## config.mk

```make
export PLATFORM = sky130hd
export DESIGN_NAME = x11_regs_top
export DESIGN_NICKNAME = d
export VERILOG_FILES = /design/src/design/x11_pkg.sv /design/src/design/bus_ctrl.sv /design/src/design/word_fifo.sv /design/src/design/hash_capture.sv /design/src/design/engine_sequencer.sv /design/src/design/x11_regs_top.sv
export VERILOG_INCLUDE_DIRS = /design/src /design/src/include
export SDC_FILE = /design/constraint.sdc
export NUM_CORES = 1
export LEC_CHECK = 0
export BUFFER_PORTS_ARGS = -buffer_cell sky130_fd_sc_hd__clkbuf_2
export CORE_MARGIN = 10
export CORE_UTILIZATION = 32
export DETAILED_ROUTE_END_ITERATION = 10
export SLEW_MARGIN = 10
export SYNTH_ARGS = -nofsm -noshare
export SYNTH_HDL_FRONTEND = slang
export SYNTH_SLANG_ARGS = --single-unit
export TNS_END_PERCENT = 20
```

## constraint.sdc

```tcl
create_clock -name bus_clk -period 4.4 [get_ports bus_clk]
set_clock_uncertainty 0.1 [all_clocks]
set_input_delay 0.22 -clock bus_clk [delete_from_list [all_inputs] [get_ports bus_clk]]
set_output_delay 0.22 -clock bus_clk [all_outputs]
set_load 0.005 [all_outputs]
```

## src/include/x11_defines.svh

```systemverilog
`ifndef X11_DEFINES_SVH
`define X11_DEFINES_SVH

// --------------------
// global register offsets
// --------------------
`define X11_REG_CTRL        20'h00000  // global control, rw
`define X11_REG_STATUS      20'h00004  // global status, ro
`define X11_REG_VERSION     20'h0000C  // build version word, ro

// --------------------
// sha-256 register offsets
// --------------------
`define X11_REG_SHA_CTRL    20'h00100  // rw, bit 1 one-shot
`define X11_REG_SHA_STATUS  20'h00104  // ro
`define X11_REG_SHA_PUSH    20'h0010C  // wo, word into fifo
`define X11_REG_SHA_H7      20'h00110  // lsb word of hash
`define X11_REG_SHA_H6      20'h00114
`define X11_REG_SHA_H5      20'h00118
`define X11_REG_SHA_H4      20'h0011C
`define X11_REG_SHA_H3      20'h00120
`define X11_REG_SHA_H2      20'h00124
`define X11_REG_SHA_H1      20'h00128
`define X11_REG_SHA_H0      20'h0012C  // msb word of hash
`define X11_REG_SHA_COUNT   20'h00130  // fifo fill count, ro

// control bit positions
`define X11_CTRL_ENABLE     0
`define X11_SHA_ENABLE      0
`define X11_SHA_RESET       1          // self clearing
`define X11_SHA_DBL_HASH    4

// word fifo geometry
`define X11_FIFO_DEPTH      16
`define X11_FIFO_AW         4          // log2 of depth

`define X11_BLOCK_WORDS     16         // 512 bit block = 16 words

`define X11_VERSION         32'h16082101  // yymmddss

`endif

```

## src/design/x11_pkg.sv

```systemverilog
`include "x11_defines.svh"

package x11_pkg;

  // --------------------
  // plain vector types
  // --------------------
  typedef logic [31:0]             bus_word_t;    // bus data word
  typedef logic [19:0]             bus_addr_t;    // decoded offset
  typedef logic [255:0]            hash_t;        // H0 in the top word
  typedef logic [`X11_FIFO_AW:0]   fifo_count_t;  // one extra bit for full

  // --------------------
  // grouped signals
  // --------------------

  // sha-256 control as seen by the sequencer
  typedef struct packed {
    logic enable;    // sha enable and global enable
    logic reset;     // one-shot or global disable
    logic dbl_hash;  // sha256(sha256(x))
  } sha_ctrl_s;

  // fifo flags back to the register block
  typedef struct packed {
    logic        empty;
    logic        almost_full;  // count >= depth-1
    logic        full;
    fifo_count_t count;
  } fifo_stat_s;

  // engine side status
  typedef struct packed {
    logic activated;   // engine out of reset
    logic ready;
    logic hash_valid;
  } eng_stat_s;

  // sequencer states
  typedef enum logic [1:0] {
    ENG_OFF,   // engine held in reset
    ENG_IDLE,  // waiting for data and ready
    ENG_RUN    // block in flight
  } eng_state_e;

endpackage

```

## src/design/bus_ctrl.sv

```systemverilog
`timescale 1ns/1ps
`include "x11_defines.svh"

module bus_ctrl import x11_pkg::*; (
  input  logic        bus_clk,
  input  logic        bus_rstn,
  // system bus slave
  input  bus_addr_t   sys_addr_i,
  input  bus_word_t   sys_wdata_i,
  input  logic        sys_wen_i,
  input  logic        sys_ren_i,
  output bus_word_t   sys_rdata_o,
  output logic        sys_ack_o,
  output logic        sys_err_o,
  // control towards the engine side
  output logic        x11_activated_o,
  output sha_ctrl_s   sha_ctrl_o,
  output logic        push_valid_o,
  output bus_word_t   push_data_o,
  // status back from the engine side
  input  fifo_stat_s  fifo_stat_i,
  input  eng_stat_s   eng_stat_i,
  input  hash_t       hash_words_i
);

  bus_word_t ctrl_q;        // global control
  bus_word_t sha_ctrl_q;    // sha-256 control
  bus_word_t status_w;
  bus_word_t sha_status_w;
  bus_word_t rdata_d;       // read mux out
  logic      x11_enable;

  assign x11_enable      = ctrl_q[`X11_CTRL_ENABLE];
  assign x11_activated_o = x11_enable;
  assign sys_err_o       = 1'b0;  // every offset is answered

  // global disable forces the engine into reset
  assign sha_ctrl_o = '{
    enable:   sha_ctrl_q[`X11_SHA_ENABLE] & x11_enable,
    reset:    sha_ctrl_q[`X11_SHA_RESET] | ~x11_enable,
    dbl_hash: sha_ctrl_q[`X11_SHA_DBL_HASH]
  };

  // --------------------
  // register writes
  // --------------------
  always_ff @(posedge bus_clk) begin
    if (!bus_rstn) begin
      ctrl_q       <= '0;
      sha_ctrl_q   <= '0;
      push_valid_o <= 1'b0;
    end else begin
      sha_ctrl_q[`X11_SHA_RESET] <= 1'b0;  // one-shot, high for a single cycle
      push_valid_o               <= 1'b0;
      if (sys_wen_i) begin
        case (sys_addr_i)
          `X11_REG_CTRL:     ctrl_q       <= sys_wdata_i;
          `X11_REG_SHA_CTRL: sha_ctrl_q   <= sys_wdata_i;  // a set reset bit wins this cycle
          `X11_REG_SHA_PUSH: push_valid_o <= 1'b1;
          default: ;                                       // ignored
        endcase
      end
    end
  end

  // push word, qualified by push_valid_o
  always_ff @(posedge bus_clk) begin
    if (sys_wen_i && (sys_addr_i == `X11_REG_SHA_PUSH)) begin
      push_data_o <= sys_wdata_i;
    end
  end

  // --------------------
  // read mux
  // --------------------
  always_comb begin
    status_w     = '0;
    status_w[0]  = x11_enable;
    status_w[4]  = eng_stat_i.activated;

    sha_status_w    = '0;
    sha_status_w[0] = eng_stat_i.ready;
    sha_status_w[1] = eng_stat_i.hash_valid;
    sha_status_w[4] = fifo_stat_i.empty;
    sha_status_w[5] = fifo_stat_i.almost_full;
    sha_status_w[6] = fifo_stat_i.full;

    case (sys_addr_i)
      `X11_REG_CTRL:       rdata_d = ctrl_q;
      `X11_REG_STATUS:     rdata_d = status_w;
      `X11_REG_VERSION:    rdata_d = `X11_VERSION;
      `X11_REG_SHA_CTRL:   rdata_d = sha_ctrl_q;
      `X11_REG_SHA_STATUS: rdata_d = sha_status_w;
      `X11_REG_SHA_H7:     rdata_d = hash_words_i[0*32 +: 32];  // lsb
      `X11_REG_SHA_H6:     rdata_d = hash_words_i[1*32 +: 32];
      `X11_REG_SHA_H5:     rdata_d = hash_words_i[2*32 +: 32];
      `X11_REG_SHA_H4:     rdata_d = hash_words_i[3*32 +: 32];
      `X11_REG_SHA_H3:     rdata_d = hash_words_i[4*32 +: 32];
      `X11_REG_SHA_H2:     rdata_d = hash_words_i[5*32 +: 32];
      `X11_REG_SHA_H1:     rdata_d = hash_words_i[6*32 +: 32];
      `X11_REG_SHA_H0:     rdata_d = hash_words_i[7*32 +: 32];  // msb
      `X11_REG_SHA_COUNT:  rdata_d = bus_word_t'(fifo_stat_i.count);
      default:             rdata_d = '0;  // push port and holes
    endcase
  end

  // ack one cycle after any strobe
  always_ff @(posedge bus_clk) begin
    if (!bus_rstn) begin
      sys_ack_o   <= 1'b0;
      sys_rdata_o <= '0;
    end else begin
      sys_ack_o   <= sys_wen_i | sys_ren_i;
      sys_rdata_o <= sys_ren_i ? rdata_d : '0;
    end
  end

  // every ack answers exactly one strobe, read or write, the cycle before
  a_ack_needs_strobe: assert property (
    @(posedge bus_clk) disable iff (!bus_rstn)
      sys_ack_o |-> $past(sys_wen_i ^ sys_ren_i)
  ) else $error("bus_ctrl: ack without a single preceding strobe");

endmodule

```

## src/design/word_fifo.sv

```systemverilog
`timescale 1ns/1ps
`include "x11_defines.svh"

module word_fifo import x11_pkg::*; (
  input  logic        bus_clk,
  input  logic        bus_rstn,
  input  logic        clear_i,       // engine in reset
  // push side, from the register block
  input  logic        push_valid_i,
  input  bus_word_t   push_data_i,
  // pop side, towards the engine
  output bus_word_t   word_o,
  output logic        word_valid_o,
  input  logic        word_ready_i,
  output fifo_stat_s  fifo_stat_o
);

  bus_word_t               mem [`X11_FIFO_DEPTH];
  logic [`X11_FIFO_AW-1:0] wr_ptr;
  logic [`X11_FIFO_AW-1:0] rd_ptr;
  fifo_count_t             count;
  logic                    push_ok;
  logic                    pop;

  assign fifo_stat_o.empty       = (count == '0);
  assign fifo_stat_o.full        = (count == fifo_count_t'(`X11_FIFO_DEPTH));
  assign fifo_stat_o.almost_full = (count >= fifo_count_t'(`X11_FIFO_DEPTH - 1));
  assign fifo_stat_o.count       = count;

  assign push_ok      = push_valid_i & ~fifo_stat_o.full;  // drop when full
  assign pop          = word_valid_o & word_ready_i;
  assign word_valid_o = ~fifo_stat_o.empty;
  assign word_o       = mem[rd_ptr];                       // head word

  // --------------------
  // pointers and count
  // --------------------
  always_ff @(posedge bus_clk) begin
    if (!bus_rstn || clear_i) begin
      wr_ptr <= '0;
      rd_ptr <= '0;
      count  <= '0;
    end else begin
      if (push_ok) wr_ptr <= wr_ptr + 1'b1;  // wraps at depth
      if (pop)     rd_ptr <= rd_ptr + 1'b1;
      case ({push_ok, pop})
        2'b10:   count <= count + 1'b1;
        2'b01:   count <= count - 1'b1;
        default: ;                           // both or none
      endcase
    end
  end

  // storage
  always_ff @(posedge bus_clk) begin
    if (push_ok) begin
      mem[wr_ptr] <= push_data_i;
    end
  end

  a_count_max: assert property (
    @(posedge bus_clk) disable iff (!bus_rstn)
      count <= fifo_count_t'(`X11_FIFO_DEPTH)
  ) else $error("word_fifo: count above depth");

  // from empty the next count is 0 or 1, a wrap would show as a large value
  a_no_underflow: assert property (
    @(posedge bus_clk) disable iff (!bus_rstn)
      (count == '0) |=> (count <= fifo_count_t'(1))
  ) else $error("word_fifo: count underflow");

endmodule

```

## src/design/hash_capture.sv

```systemverilog
`timescale 1ns/1ps

module hash_capture import x11_pkg::*; (
  input  logic   bus_clk,
  input  logic   bus_rstn,
  input  logic   clear_i,        // engine in reset
  input  logic   hash_valid_i,
  input  hash_t  hash_i,         // H0 in [255:224]
  output hash_t  hash_words_o
);

  logic valid_d;   // delayed valid for edge detect
  logic valid_rise;

  assign valid_rise = hash_valid_i & ~valid_d;

  // --------------------
  // edge detect
  // --------------------
  always_ff @(posedge bus_clk) begin
    if (!bus_rstn || clear_i) begin
      valid_d <= 1'b0;
    end else begin
      valid_d <= hash_valid_i;
    end
  end

  // result words, zero while the engine is off
  always_ff @(posedge bus_clk) begin
    if (!bus_rstn || clear_i) begin
      hash_words_o <= '0;
    end else if (valid_rise) begin
      hash_words_o <= hash_i;  // held until next rising edge
    end
  end

endmodule

```

## src/design/engine_sequencer.sv

```systemverilog
`timescale 1ns/1ps

module engine_sequencer import x11_pkg::*; (
  input  logic       bus_clk,
  input  logic       bus_rstn,
  input  sha_ctrl_s  sha_ctrl_i,
  input  logic       fifo_empty_i,
  input  logic       eng_ready_i,
  input  logic       hash_valid_i,
  output logic       eng_rstn_o,    // low holds engine, fifo and capture clear
  output logic       eng_start_o,   // single cycle pulse
  output logic       dbl_hash_o,
  output eng_stat_s  eng_stat_o
);

  eng_state_e state;
  logic       go;   // enabled and not in reset

  assign go         = sha_ctrl_i.enable & ~sha_ctrl_i.reset;
  assign eng_rstn_o = (state != ENG_OFF);
  assign dbl_hash_o = sha_ctrl_i.dbl_hash;  // mode input for the core

  assign eng_stat_o = '{activated: eng_rstn_o, ready: eng_ready_i, hash_valid: hash_valid_i};

  // --------------------
  // state machine
  // --------------------
  always_ff @(posedge bus_clk) begin
    if (!bus_rstn) begin
      state       <= ENG_OFF;
      eng_start_o <= 1'b0;
    end else begin
      eng_start_o <= 1'b0;
      if (!go) begin
        state <= ENG_OFF;  // from any state
      end else begin
        case (state)
          ENG_OFF:  state <= ENG_IDLE;
          ENG_IDLE: if (!fifo_empty_i && eng_ready_i) begin
            state       <= ENG_RUN;
            eng_start_o <= 1'b1;  // first cycle of run
          end
          ENG_RUN:  if (hash_valid_i) state <= ENG_IDLE;  // latency varies
          default:  state <= ENG_OFF;
        endcase
      end
    end
  end

  a_start_single: assert property (
    @(posedge bus_clk) disable iff (!bus_rstn)
      eng_start_o |=> !eng_start_o
  ) else $error("engine_sequencer: start longer than one cycle");

endmodule

```

## src/design/x11_regs_top.sv

```systemverilog
`timescale 1ns/1ps

module x11_regs_top import x11_pkg::*; (
  input  logic       bus_clk,
  input  logic       bus_rstn,
  // system bus slave
  input  bus_addr_t  sys_addr_i,
  input  bus_word_t  sys_wdata_i,
  input  logic       sys_wen_i,
  input  logic       sys_ren_i,
  output bus_word_t  sys_rdata_o,
  output logic       sys_ack_o,
  output logic       sys_err_o,
  output logic       x11_activated_o,
  // engine side
  output bus_word_t  word_o,
  output logic       word_valid_o,
  input  logic       word_ready_i,
  output logic       eng_rstn_o,
  output logic       eng_start_o,
  output logic       dbl_hash_o,
  input  logic       eng_ready_i,
  input  logic       hash_valid_i,
  input  hash_t      hash_i
);

  sha_ctrl_s  sha_ctrl;
  logic       push_valid;
  bus_word_t  push_data;
  fifo_stat_s fifo_stat;
  eng_stat_s  eng_stat;
  hash_t      hash_words;
  logic       eng_clear;  // engine side held clear

  assign eng_clear = ~eng_rstn_o;

  // --------------------
  // register block
  // --------------------
  bus_ctrl i_bus_ctrl (
    .bus_clk         (bus_clk),
    .bus_rstn        (bus_rstn),
    .sys_addr_i      (sys_addr_i),
    .sys_wdata_i     (sys_wdata_i),
    .sys_wen_i       (sys_wen_i),
    .sys_ren_i       (sys_ren_i),
    .sys_rdata_o     (sys_rdata_o),
    .sys_ack_o       (sys_ack_o),
    .sys_err_o       (sys_err_o),
    .x11_activated_o (x11_activated_o),
    .sha_ctrl_o      (sha_ctrl),
    .push_valid_o    (push_valid),
    .push_data_o     (push_data),
    .fifo_stat_i     (fifo_stat),
    .eng_stat_i      (eng_stat),
    .hash_words_i    (hash_words)
  );

  // --------------------
  // engine side
  // --------------------
  word_fifo i_word_fifo (
    .bus_clk      (bus_clk),
    .bus_rstn     (bus_rstn),
    .clear_i      (eng_clear),
    .push_valid_i (push_valid),
    .push_data_i  (push_data),
    .word_o       (word_o),
    .word_valid_o (word_valid_o),
    .word_ready_i (word_ready_i),
    .fifo_stat_o  (fifo_stat)
  );

  hash_capture i_hash_capture (
    .bus_clk      (bus_clk),
    .bus_rstn     (bus_rstn),
    .clear_i      (eng_clear),
    .hash_valid_i (hash_valid_i),
    .hash_i       (hash_i),
    .hash_words_o (hash_words)
  );

  engine_sequencer i_engine_sequencer (
    .bus_clk      (bus_clk),
    .bus_rstn     (bus_rstn),
    .sha_ctrl_i   (sha_ctrl),
    .fifo_empty_i (fifo_stat.empty),
    .eng_ready_i  (eng_ready_i),
    .hash_valid_i (hash_valid_i),
    .eng_rstn_o   (eng_rstn_o),
    .eng_start_o  (eng_start_o),
    .dbl_hash_o   (dbl_hash_o),
    .eng_stat_o   (eng_stat)
  );

endmodule

```

==> results of run 1 <==
-- layout by cell type, fill, tap and decap left out, types with 50 or more instances in the layout --
master and instances:
dlygate4sd3_1 293, edfxtp_1 544, buf_4 50, clkbuf_2 384, a22oi_1 64, clkbuf_16 98, nand2_1 605, a21oi_1 269
dfxtp_1 372, mux4_2 160
-- state kept, by name (all words and copies together) (netlist names), named ones only --
signal / flops
i_engine_sequencer.eng_start_o: 1
i_bus_ctrl.push_valid_o: 1
i_bus_ctrl.sys_rdata_o: 32
i_bus_ctrl.ctrl_q: 32
i_word_fifo.mem: 512
i_hash_capture.hash_words_o: 256
i_word_fifo.count: 5
i_hash_capture.valid_d: 1
i_bus_ctrl.sha_ctrl_q: 32
i_word_fifo.rd_ptr: 4
i_word_fifo.wr_ptr: 4
i_engine_sequencer.state: 2
i_bus_ctrl.push_data_o: 32
i_bus_ctrl.sys_ack_o: 1
-- routing by layer --
| layer | wire length [µm] | global-route usage | share of wire |
|---|---|---|---|
| met5 | 26 | 0 | 0.00022 |
| met4 | 3780 | 0.0634 | 0.032 |
| met3 | 8670 | 0.0414 | 0.074 |
| met2 | 54700 | 0.291 | 0.47 |
| met1 | 49800 | 0.239 | 0.43 |
-- critical path: stages (launching register included) --
cell	delay [ps]
dfxtp_4	370
buf_12	490
mux4_2	600
mux4_2	560
clkbuf_2	150
-- worst max-delay path by stage --
stage,startpoint,end,slack [ps],cells past startpoint
2_1_floorplan,i_word_fifo.count[3],i_word_fifo.mem[3][0],290,6
3_3_place_gp,i_word_fifo.count[1],i_word_fifo.count[2],1400,11
3_5_place_dp,i_word_fifo.count[2],i_word_fifo.count[2],1370,11
4_1_cts,flip-flop,word_o[23],1010,4
5_1_grt,flip-flop,word_o[31],920,4
6_report,flip-flop,word_o[23],1100,4
-- cells by family (layout without fill, tap and decap cells) --
| kind of cell | Yosys count | in the layout | synth area share |
|---|---|---|---|
| flops | 919 | 919 | 0.661 |
| simple gates | 797 | 797 | 0.0967 |
| compound gates | 507 | 507 | 0.0908 |
| mux | 241 | 241 | 0.124 |
| buf+inv | 201 | 931 | 0.0229 |
| xor+xnor | 9 | 9 | 0.00219 |
| fa+ha+maj | 7 | 7 | 0.00243 |
| other cells | 1 | 3 | 0.000104 |
-- cells in the mapped netlist, types with 6 or more instances --
library cell  number
a21oi_1          269
mux2i_1           40
xor2_1             6
o21ai_0           10
nand3_1           12
edfxtp_1         544
a41oi_1            7
nand2_1          606
inv_1              9
clkbuf_1         148
a222oi_1          19
nor2b_1           36
a22oi_1           64
buf_1             15
buf_2             21
a32oi_1            6
ha_1               7
dfxtp_1          375
nand4_1            9
nor3_1            11
and3_1            20
nor2_1            52
mux4_2           160
a22o_1            48
a31oi_1           21
mux2_2            41
a21boi_1          30
-- report_power, final --
part | switching [mW] | internal [mW]
Combinational | 0.377 | 0.342
Sequential | 0.000144 | 9.01
Clock | 3.50 | 4.68
Total | 3.87 | 14.0
-- area by class of cell --
type	count	area (µm²)
diodes	2	5.00
clock buffers	125	2630
clock inverters	58	588
fillers	10200	66200
inverters	9	33.8
multi-input cells	1562	11500
flip-flops and latches	919	23900
well taps	1500	1880
repair buffers	739	5470
-- stage by stage --
step,util,hold slack (ps)
floorplan,-,219
global placement,0.355,339
detailed placement,0.355,343
CTS,0.410,58.7
global route,0.410,116
finish,0.410,87.9
==> impl_metrics.env, run 1 <==
export IMPL_crit_path_start_kind="flip-flop"
export IMPL_drt_first_iter_violations=2136
export IMPL_reg2reg_slack_ps=1290
export IMPL_crit_type="reg2out"
export IMPL_drc=0
export IMPL_wl_mm=117
export IMPL_hold_path_endpoint="i_bus_ctrl.sha_ctrl_q[1]"
export IMPL_crit_arrival_ps=2980
export IMPL_dp_cells=4436
export IMPL_cts_buffer_depth=3
export IMPL_dp_hpwl_mm=77.0
export IMPL_grt_antenna_before_repair=5
export IMPL_synth_net_count=3004
export IMPL_grt_pass1_wl_mm=173
export IMPL_syn_inst=2682
export IMPL_peakVddDrop_mv=0.337
export IMPL_numCtsBuffers=98
export IMPL_drt_antenna_violating_nets=0
export IMPL_maxCapViolations=0
export IMPL_setup_tns_final_ps=0
export IMPL_cts_tree="done"
export IMPL_synth_top_area_frac=0.453
export IMPL_ys_flop_type="edfxtp_1"
export IMPL_critPathMaxFanout=87
export IMPL_endpoint_kind="output port"
export IMPL_rr_startpoint="i_word_fifo.count[2]"
export IMPL_place_area_um2=39800
export IMPL_core_um2=112000
export IMPL_hold_path_cell_count=4
export IMPL_grt_max_degree=116
export IMPL_synth_edff_count=544
export IMPL_row_count=123
export IMPL_synth_top_area_cell="edfxtp_1"
export IMPL_fin_cells=4914
export IMPL_drv_slew=0
export IMPL_overflow=0
export IMPL_hp_start="bus_rstn"
export IMPL_clock_latency_ps=680
export IMPL_finalInstanceArea_um2=46000
export IMPL_gp_congestion=0.910
export IMPL_setup_viol=0
export IMPL_drt_pass1_iterations=6
export IMPL_yosysWarnings=0
export IMPL_synth_seq_cells=919
export IMPL_synth_area_um2=36100
export IMPL_dp_slack_ps=1370
export IMPL_grt_total_usage=0.181
export IMPL_cts_setup_buffers=0
export IMPL_ios=386
export IMPL_rsz0062_at_grt="false"
export IMPL_rr_worst_depth=10
export IMPL_crit_required_ps=4080
export IMPL_areaGrowthSynthToFinish_pct=27.4
export IMPL_hold_viol=0
export IMPL_worst_pin_slew_ps=1130
export IMPL_vias_per_cell=5.10
export IMPL_cts_hold_buf=293
export IMPL_vias=25100
export IMPL_p_per_area_nw_per_um2=390
export IMPL_h_tree_depth=3
export IMPL_clk_pin_slew_ps=60
export IMPL_status="finished clean"
export IMPL_async_reset_ff_frac=0
export IMPL_die_area_um2=127000
export IMPL_min_period_ps=3300
export IMPL_fp_dieH_um=356
export IMPL_yosysUniqueCellTypes=74
export IMPL_cts_sinks=919
export IMPL_fmax_ghz=0.303
export IMPL_setup_slack_ps=1100
export IMPL_ys_seq_area_frac=0.661
export IMPL_grt_pass1_vias=25700
export IMPL_wl_per_cell_um=23.8
export IMPL_holdCritPathClass="in2reg"
export IMPL_p_leak_nw=15.8
export IMPL_post_route_period_util=0.751
export IMPL_die_w_um=356
export IMPL_slew_headroom=0.246
export IMPL_r2r_end="i_word_fifo.count[2]"
export IMPL_drive_above_1_share=0.250
export IMPL_portBuffers=384
export IMPL_fin_nets=3651
export IMPL_syn_avg_cell_area_um2=13.4
export IMPL_cts_resized=0
export IMPL_fin_total_pwr_mw=17.9
export IMPL_start_util=0.322
export IMPL_cts_root_buf="clkbuf_16"
export IMPL_ys_top_cells_by_area="edfxtp_1 (45%), dfxtp_1 (21%), mux4_2 (10%)"
(Power assumes the default switching activity.)
==> run 2, diff against run 1 <==
==> constraint.sdc (replaced) <==
create_clock -name bus_clk -period 2.9 [get_ports bus_clk]
set_clock_uncertainty 0.1 [all_clocks]
set_input_delay 0.145 -clock bus_clk [delete_from_list [all_inputs] [get_ports bus_clk]]
set_output_delay 0.145 -clock bus_clk [all_outputs]
set_load 0.005 [all_outputs]
==> impl_metrics.env, run 2 (same netlist as run 1, synthesis figures left out) <==
export IMPL_dp_hpwl_mm=77.8
export IMPL_grt_pass1_wl_mm=175
export IMPL_drt_first_iter_violations=2235
export IMPL_endpoint_kind="output port"
export IMPL_post_route_util=0.417
export IMPL_cts_root_buf="clkbuf_16"
export IMPL_maxCapViolations=0
export IMPL_p_leak_nw=16.1
export IMPL_die_w_um=356
export IMPL_cts_buffer_depth=3
export IMPL_drv_slew=0
export IMPL_overflow=0
export IMPL_crit_arrival_ps=2650
export IMPL_row_count=123
export IMPL_top_register="i_word_fifo.mem"
export IMPL_reg2reg_slack_ps=430
export IMPL_crit_required_ps=2650
export IMPL_worst_pin_slew_ps=955
export IMPL_wl_mm=118
export IMPL_mostFrequentLayoutCell="nand2_1"
export IMPL_wl_per_cell_um=23.8
export IMPL_die_area_um2=127000
export IMPL_clock_latency_ps=690
export IMPL_vias=25400
export IMPL_vias_per_cell=5.12
export IMPL_grt_max_degree=101
export IMPL_min_period_ps=2890
export IMPL_hold_viol=0
export IMPL_portBuffers=384
export IMPL_crit_path_start_kind="flip-flop"
export IMPL_start_util=0.322
export IMPL_ios=386
export IMPL_fin_cells=4966
export IMPL_h_tree_depth=3
export IMPL_holdCritPathClass="in2reg"
export IMPL_drive_above_1_share=0.260
export IMPL_peakVddDrop_mv=0.478
export IMPL_rr_startpoint="i_word_fifo.count[0]"
export IMPL_largest_reg_flops=512
export IMPL_critPathMaxFanout=20
export IMPL_hp_start="sys_addr_i[4]"
export IMPL_gp_congestion=0.936
export IMPL_mostFrequentLayoutCells="nand2_1 (605), edfxtp_1 (544), clkbuf_2 (384), dfxtp_1 (372), dlygate4sd3_1 (295)"
export IMPL_drt_antenna_violating_nets=0
export IMPL_fp_dieH_um=356
export IMPL_dp_cells=4482
export IMPL_cts_sinks=919
export IMPL_grt_pass1_vias=25900
export IMPL_slew_headroom=0.362
export IMPL_rsz0062_at_grt="true"
export IMPL_grt_total_usage=0.183
export IMPL_clk_pin_slew_ps=60
export IMPL_setup_viol=0
export IMPL_fmax_ghz=0.346
export IMPL_drc=0
export IMPL_crit_type="reg2out"
export IMPL_core_um2=112000
export IMPL_p_per_area_nw_per_um2=574
export IMPL_areaGrowthSynthToFinish_pct=29.6
export IMPL_numCtsBuffers=96
export IMPL_post_route_period_util=0.998
export IMPL_status="finished clean"
export IMPL_cts_tree="done"
export IMPL_reg_largest_list="i_word_fifo.mem x512, i_hash_capture.hash_words_o x256"
export IMPL_drt_pass1_iterations=6
export IMPL_grt_antenna_before_repair=8
export IMPL_fin_nets=3707
==> run 2: worst max-delay path: stages, from the launching register on <==
cell and delay (ps):
dfxtp_4 410, buf_12 160, buf_12 210, mux4_2 530, mux4_2 520, clkbuf_2 140
==> run 2: layer usage <==
layer / GRT usage / wire, µm / vias to the layer above
li1: - / - / 11400
met1: 0.242 / 49900 / 12700
met2: 0.291 / 54800 / 1131
met3: 0.0409 / 9250 / 223
met4: 0.0707 / 4330 / 6
met5: 0 / 45 / -
==> run 2: final timing paths <==
check / endpoint / depth (start not counted)
min reg2reg: i_hash_capture.hash_words_o[228] / 2
min: i_bus_ctrl.sys_rdata_o[1] / 5
max: word_o[9] / 5
max reg2reg: i_word_fifo.count[2] / 10
==> run 2: layout make-up <==
type,count,area (µm²)
Antenna cell,4,10.0
Clock buffer,123,2570
Clock inverter,52,542
Fill cell,10200,65400
Inverter,9,33.8
Multi-Input combinational cell,1562,11500
Sequential cell,919,23900
Tap cell,1500,1880
Timing Repair Buffer,797,6320
==> run 2: stage by stage <==
| stage | hold WS (ps) | setup WS [ps] | cell area (µm²) | total power, mW | TNS, ps |
|---|---|---|---|---|---|
| 2_1_floorplan | 144 | -352 | 36100 | 14.2 | -150560 |
| 3_3_place_gp | 269 | 400 | 40500 | 14.7 | 0 |
| 3_5_place_dp | 274 | 385 | 40500 | 14.7 | 0 |
| 4_1_cts | 7.73 | -73.5 | 46600 | 27.0 | -1050 |
| 5_1_grt | 64.6 | -87.2 | 46700 | 27.7 | -1430 |
| 6_report | 56.9 | 6.03 | 46700 | 26.8 | 0 |
==> run 2: where the power goes <==
group,internal [mW],switching [mW]
logic,0.531,0.576
registers,13.7,0.000247
clock network,6.79,5.26
total,21.0,5.83
==> run 2: repair_timing <==
action | CTS | global route
setup endpoints to repair | 31 | 30
hold buffers | 295 | 0
cloned | 1 | 2
gates resized for setup | 1 | 5
buffers inserted | 5 | 2
hold endpoints to repair | 360 | 0
==> run 3, diff against run 2 <==
--- a/config.mk
+++ b/config.mk
@@ -10,6 +10,7 @@
 export CORE_MARGIN = 10
 export CORE_UTILIZATION = 32
 export DETAILED_ROUTE_END_ITERATION = 10
+export RECOVER_POWER = 100
 export SLEW_MARGIN = 10
 export SYNTH_ARGS = -nofsm -noshare
 export SYNTH_HDL_FRONTEND = slang
==> impl_metrics.env, run 3 (same netlist as run 1, synthesis figures left out) <==
export IMPL_fin_total_pwr_mw=26.8
export IMPL_grt_total_usage=0.183
export IMPL_drv_slew=0
export IMPL_drive_above_1_share=0.231
export IMPL_cts_sinks=919
export IMPL_status="finished clean"
export IMPL_drc=0
export IMPL_row_count=123
export IMPL_rr_startpoint="i_engine_sequencer.state[1]"
export IMPL_min_period_ps=2890
export IMPL_register_area_um2=23900
export IMPL_gr_usage_met1=0.242
export IMPL_setup_viol=0
export IMPL_rsz0062_at_grt="true"
export IMPL_multi_input_area_um2=11400
export IMPL_reg2reg_slack_ps=160
export IMPL_largest_reg_flops=512
export IMPL_grt_max_degree=101
export IMPL_start_util=0.322
export IMPL_crit_required_ps=2650
export IMPL_ios=386
export IMPL_gr_usage_met2=0.291
export IMPL_overflow=0
export IMPL_vias=25400
export IMPL_mostFrequentLayoutCells="nand2_1 (606), edfxtp_1 (544), dfxtp_1 (372), clkbuf_2 (317), dlygate4sd3_1 (295)"
export IMPL_endpoint_kind="output port"
export IMPL_top_register="i_word_fifo.mem"
export IMPL_mostFrequentLayoutCell="nand2_1"
export IMPL_r2r_end="i_hash_capture.hash_words_o[118]"
export IMPL_vias_per_cell=5.11
export IMPL_clk_pin_slew_ps=70
export IMPL_die_w_um=356
export IMPL_clock_latency_ps=690
export IMPL_areaGrowthSynthToFinish_pct=28.3
export IMPL_drt_pass1_iterations=8
export IMPL_timing_hold_ws_ps=63.8
export IMPL_worst_pin_slew_ps=1220
export IMPL_setup_slack_ps=7.09
export IMPL_setup_tns_final_ps=0
export IMPL_fp_dieH_um=356
export IMPL_drt_first_iter_violations=2259
export IMPL_reg_largest_list="i_word_fifo.mem x512, i_hash_capture.hash_words_o x256"
export IMPL_hold_path_cell_count=6
export IMPL_h_tree_depth=3
export IMPL_dp_slack_ps=385
export IMPL_path_cells="buf_12, buf_12, mux4_2, mux4_2, clkbuf_2"
export IMPL_fin_cells=4965
export IMPL_numCtsBuffers=96
export IMPL_hp_start="sys_addr_i[15]"
export IMPL_holdCritPathClass="in2reg"
export IMPL_p_leak_nw=15.7
export IMPL_p_per_area_nw_per_um2=580
export IMPL_crit_type="reg2out"
export IMPL_dp_hpwl_mm=77.8
export IMPL_grt_antenna_before_repair=9
export IMPL_cts_root_buf="clkbuf_16"
export IMPL_grt_pass1_wl_mm=175
export IMPL_post_route_period_util=0.998
export IMPL_wl_per_cell_um=23.9
export IMPL_dp_cells=4482
export IMPL_nFillCells=10300
export IMPL_crit_slowest_cell="mux4_2"
export IMPL_wl_mm=119
export IMPL_maxCapViolations=0
export IMPL_cp_buffers_inverters=3
export IMPL_max_stage_delay_ps=530
export IMPL_drt_antenna_violating_nets=0
export IMPL_hold_viol=0
export IMPL_grt_pass1_vias=25900
export IMPL_top_usage_layer="met2"
export IMPL_gp_congestion=0.936
export IMPL_cts_tree="done"
export IMPL_fin_nets=3707
export IMPL_hold_path_endpoint="i_bus_ctrl.sys_rdata_o[30]"
export IMPL_portBuffers=384
export IMPL_crit_path_start_kind="flip-flop"
export IMPL_peakVddDrop_mv=0.477
export IMPL_cts_buffer_depth=3
export IMPL_rr_worst_depth=5
export IMPL_crit_arrival_ps=2650
export IMPL_die_area_um2=127000
export IMPL_fmax_ghz=0.346
export IMPL_critical_path_top_delay_family="multiplexers"
export IMPL_slew_headroom=0.184
export IMPL_grt_met3_usage=0.0409
export IMPL_critPathMaxFanout=20
export IMPL_core_um2=112000
-- run 3: worst max path at each step --
stage               slack (ps)                 start                          to  cells past startpoint
finish                       7             flip-flop                   word_o[9]                      5
floorplan                 -350  i_word_fifo.count[3]       i_word_fifo.mem[7][0]                      6
CTS                        -70             flip-flop                  word_o[16]                      5
global route               -90             flip-flop                   word_o[9]                      5
global placement           400         sys_addr_i[7]  i_bus_ctrl.sys_rdata_o[23]                      6
detailed placement         380         sys_addr_i[7]  i_bus_ctrl.sys_rdata_o[20]                      6
-- run 3: area by class of cell --
cell class / instances / share of cell area
clock buffer: 123 / 0.0556
sequential: 919 / 0.515
multi-input combinational: 1562 / 0.246
tap: 1500 / 0.0406
inverter: 9 / 0.000730
timing repair buffer: 797 / 0.130
clock inverter: 52 / 0.0117
antenna: 3 / 0.000162
-- run 3: timing repair --
| item | 4_1_cts | 5_1_grt |
|---|---|---|
| resized for setup | 1 | 5 |
| hold endpoints to repair | 360 | 0 |
| buffers inserted | 5 | 2 |
| gates cloned | 1 | 2 |
| pin swaps | 0 | 0 |
| setup endpoints to repair | 31 | 30 |
| hold buffers | 295 | 0 |
-- run 3: where the power goes --
| part | internal, mW | total [mW] | leakage (nW) | switching, mW |
|---|---|---|---|---|
| clock | 6.79 | 12.0 | 1.51 | 5.26 |
| sequential | 13.7 | 13.7 | 7.91 | 0.000245 |
| combinational | 0.521 | 1.09 | 6.32 | 0.573 |
-- run 3: routing by layer --
metal	vias to the layer above	part of all wire
li1	11400	-
met1	12700	0.42
met2	1070	0.46
met3	229	0.076
met4	6	0.037
met5	-	0.00038
-- run 3: metrics by stage --
stage,utilization,instance area [µm²]
after floorplan,-,36100
after global placement,0.361,40500
after detailed placement,0.361,40500
after CTS,0.416,46600
after global routing,0.412,46300
final,0.412,46300
-- run 3: worst register-to-register path, stage by stage, from the launching register on --
cell and delay, ps:
dfxtp_1 380, or2_0 420, nand2_1 810, buf_12 460
clkbuf_4 320, a21oi_1 180
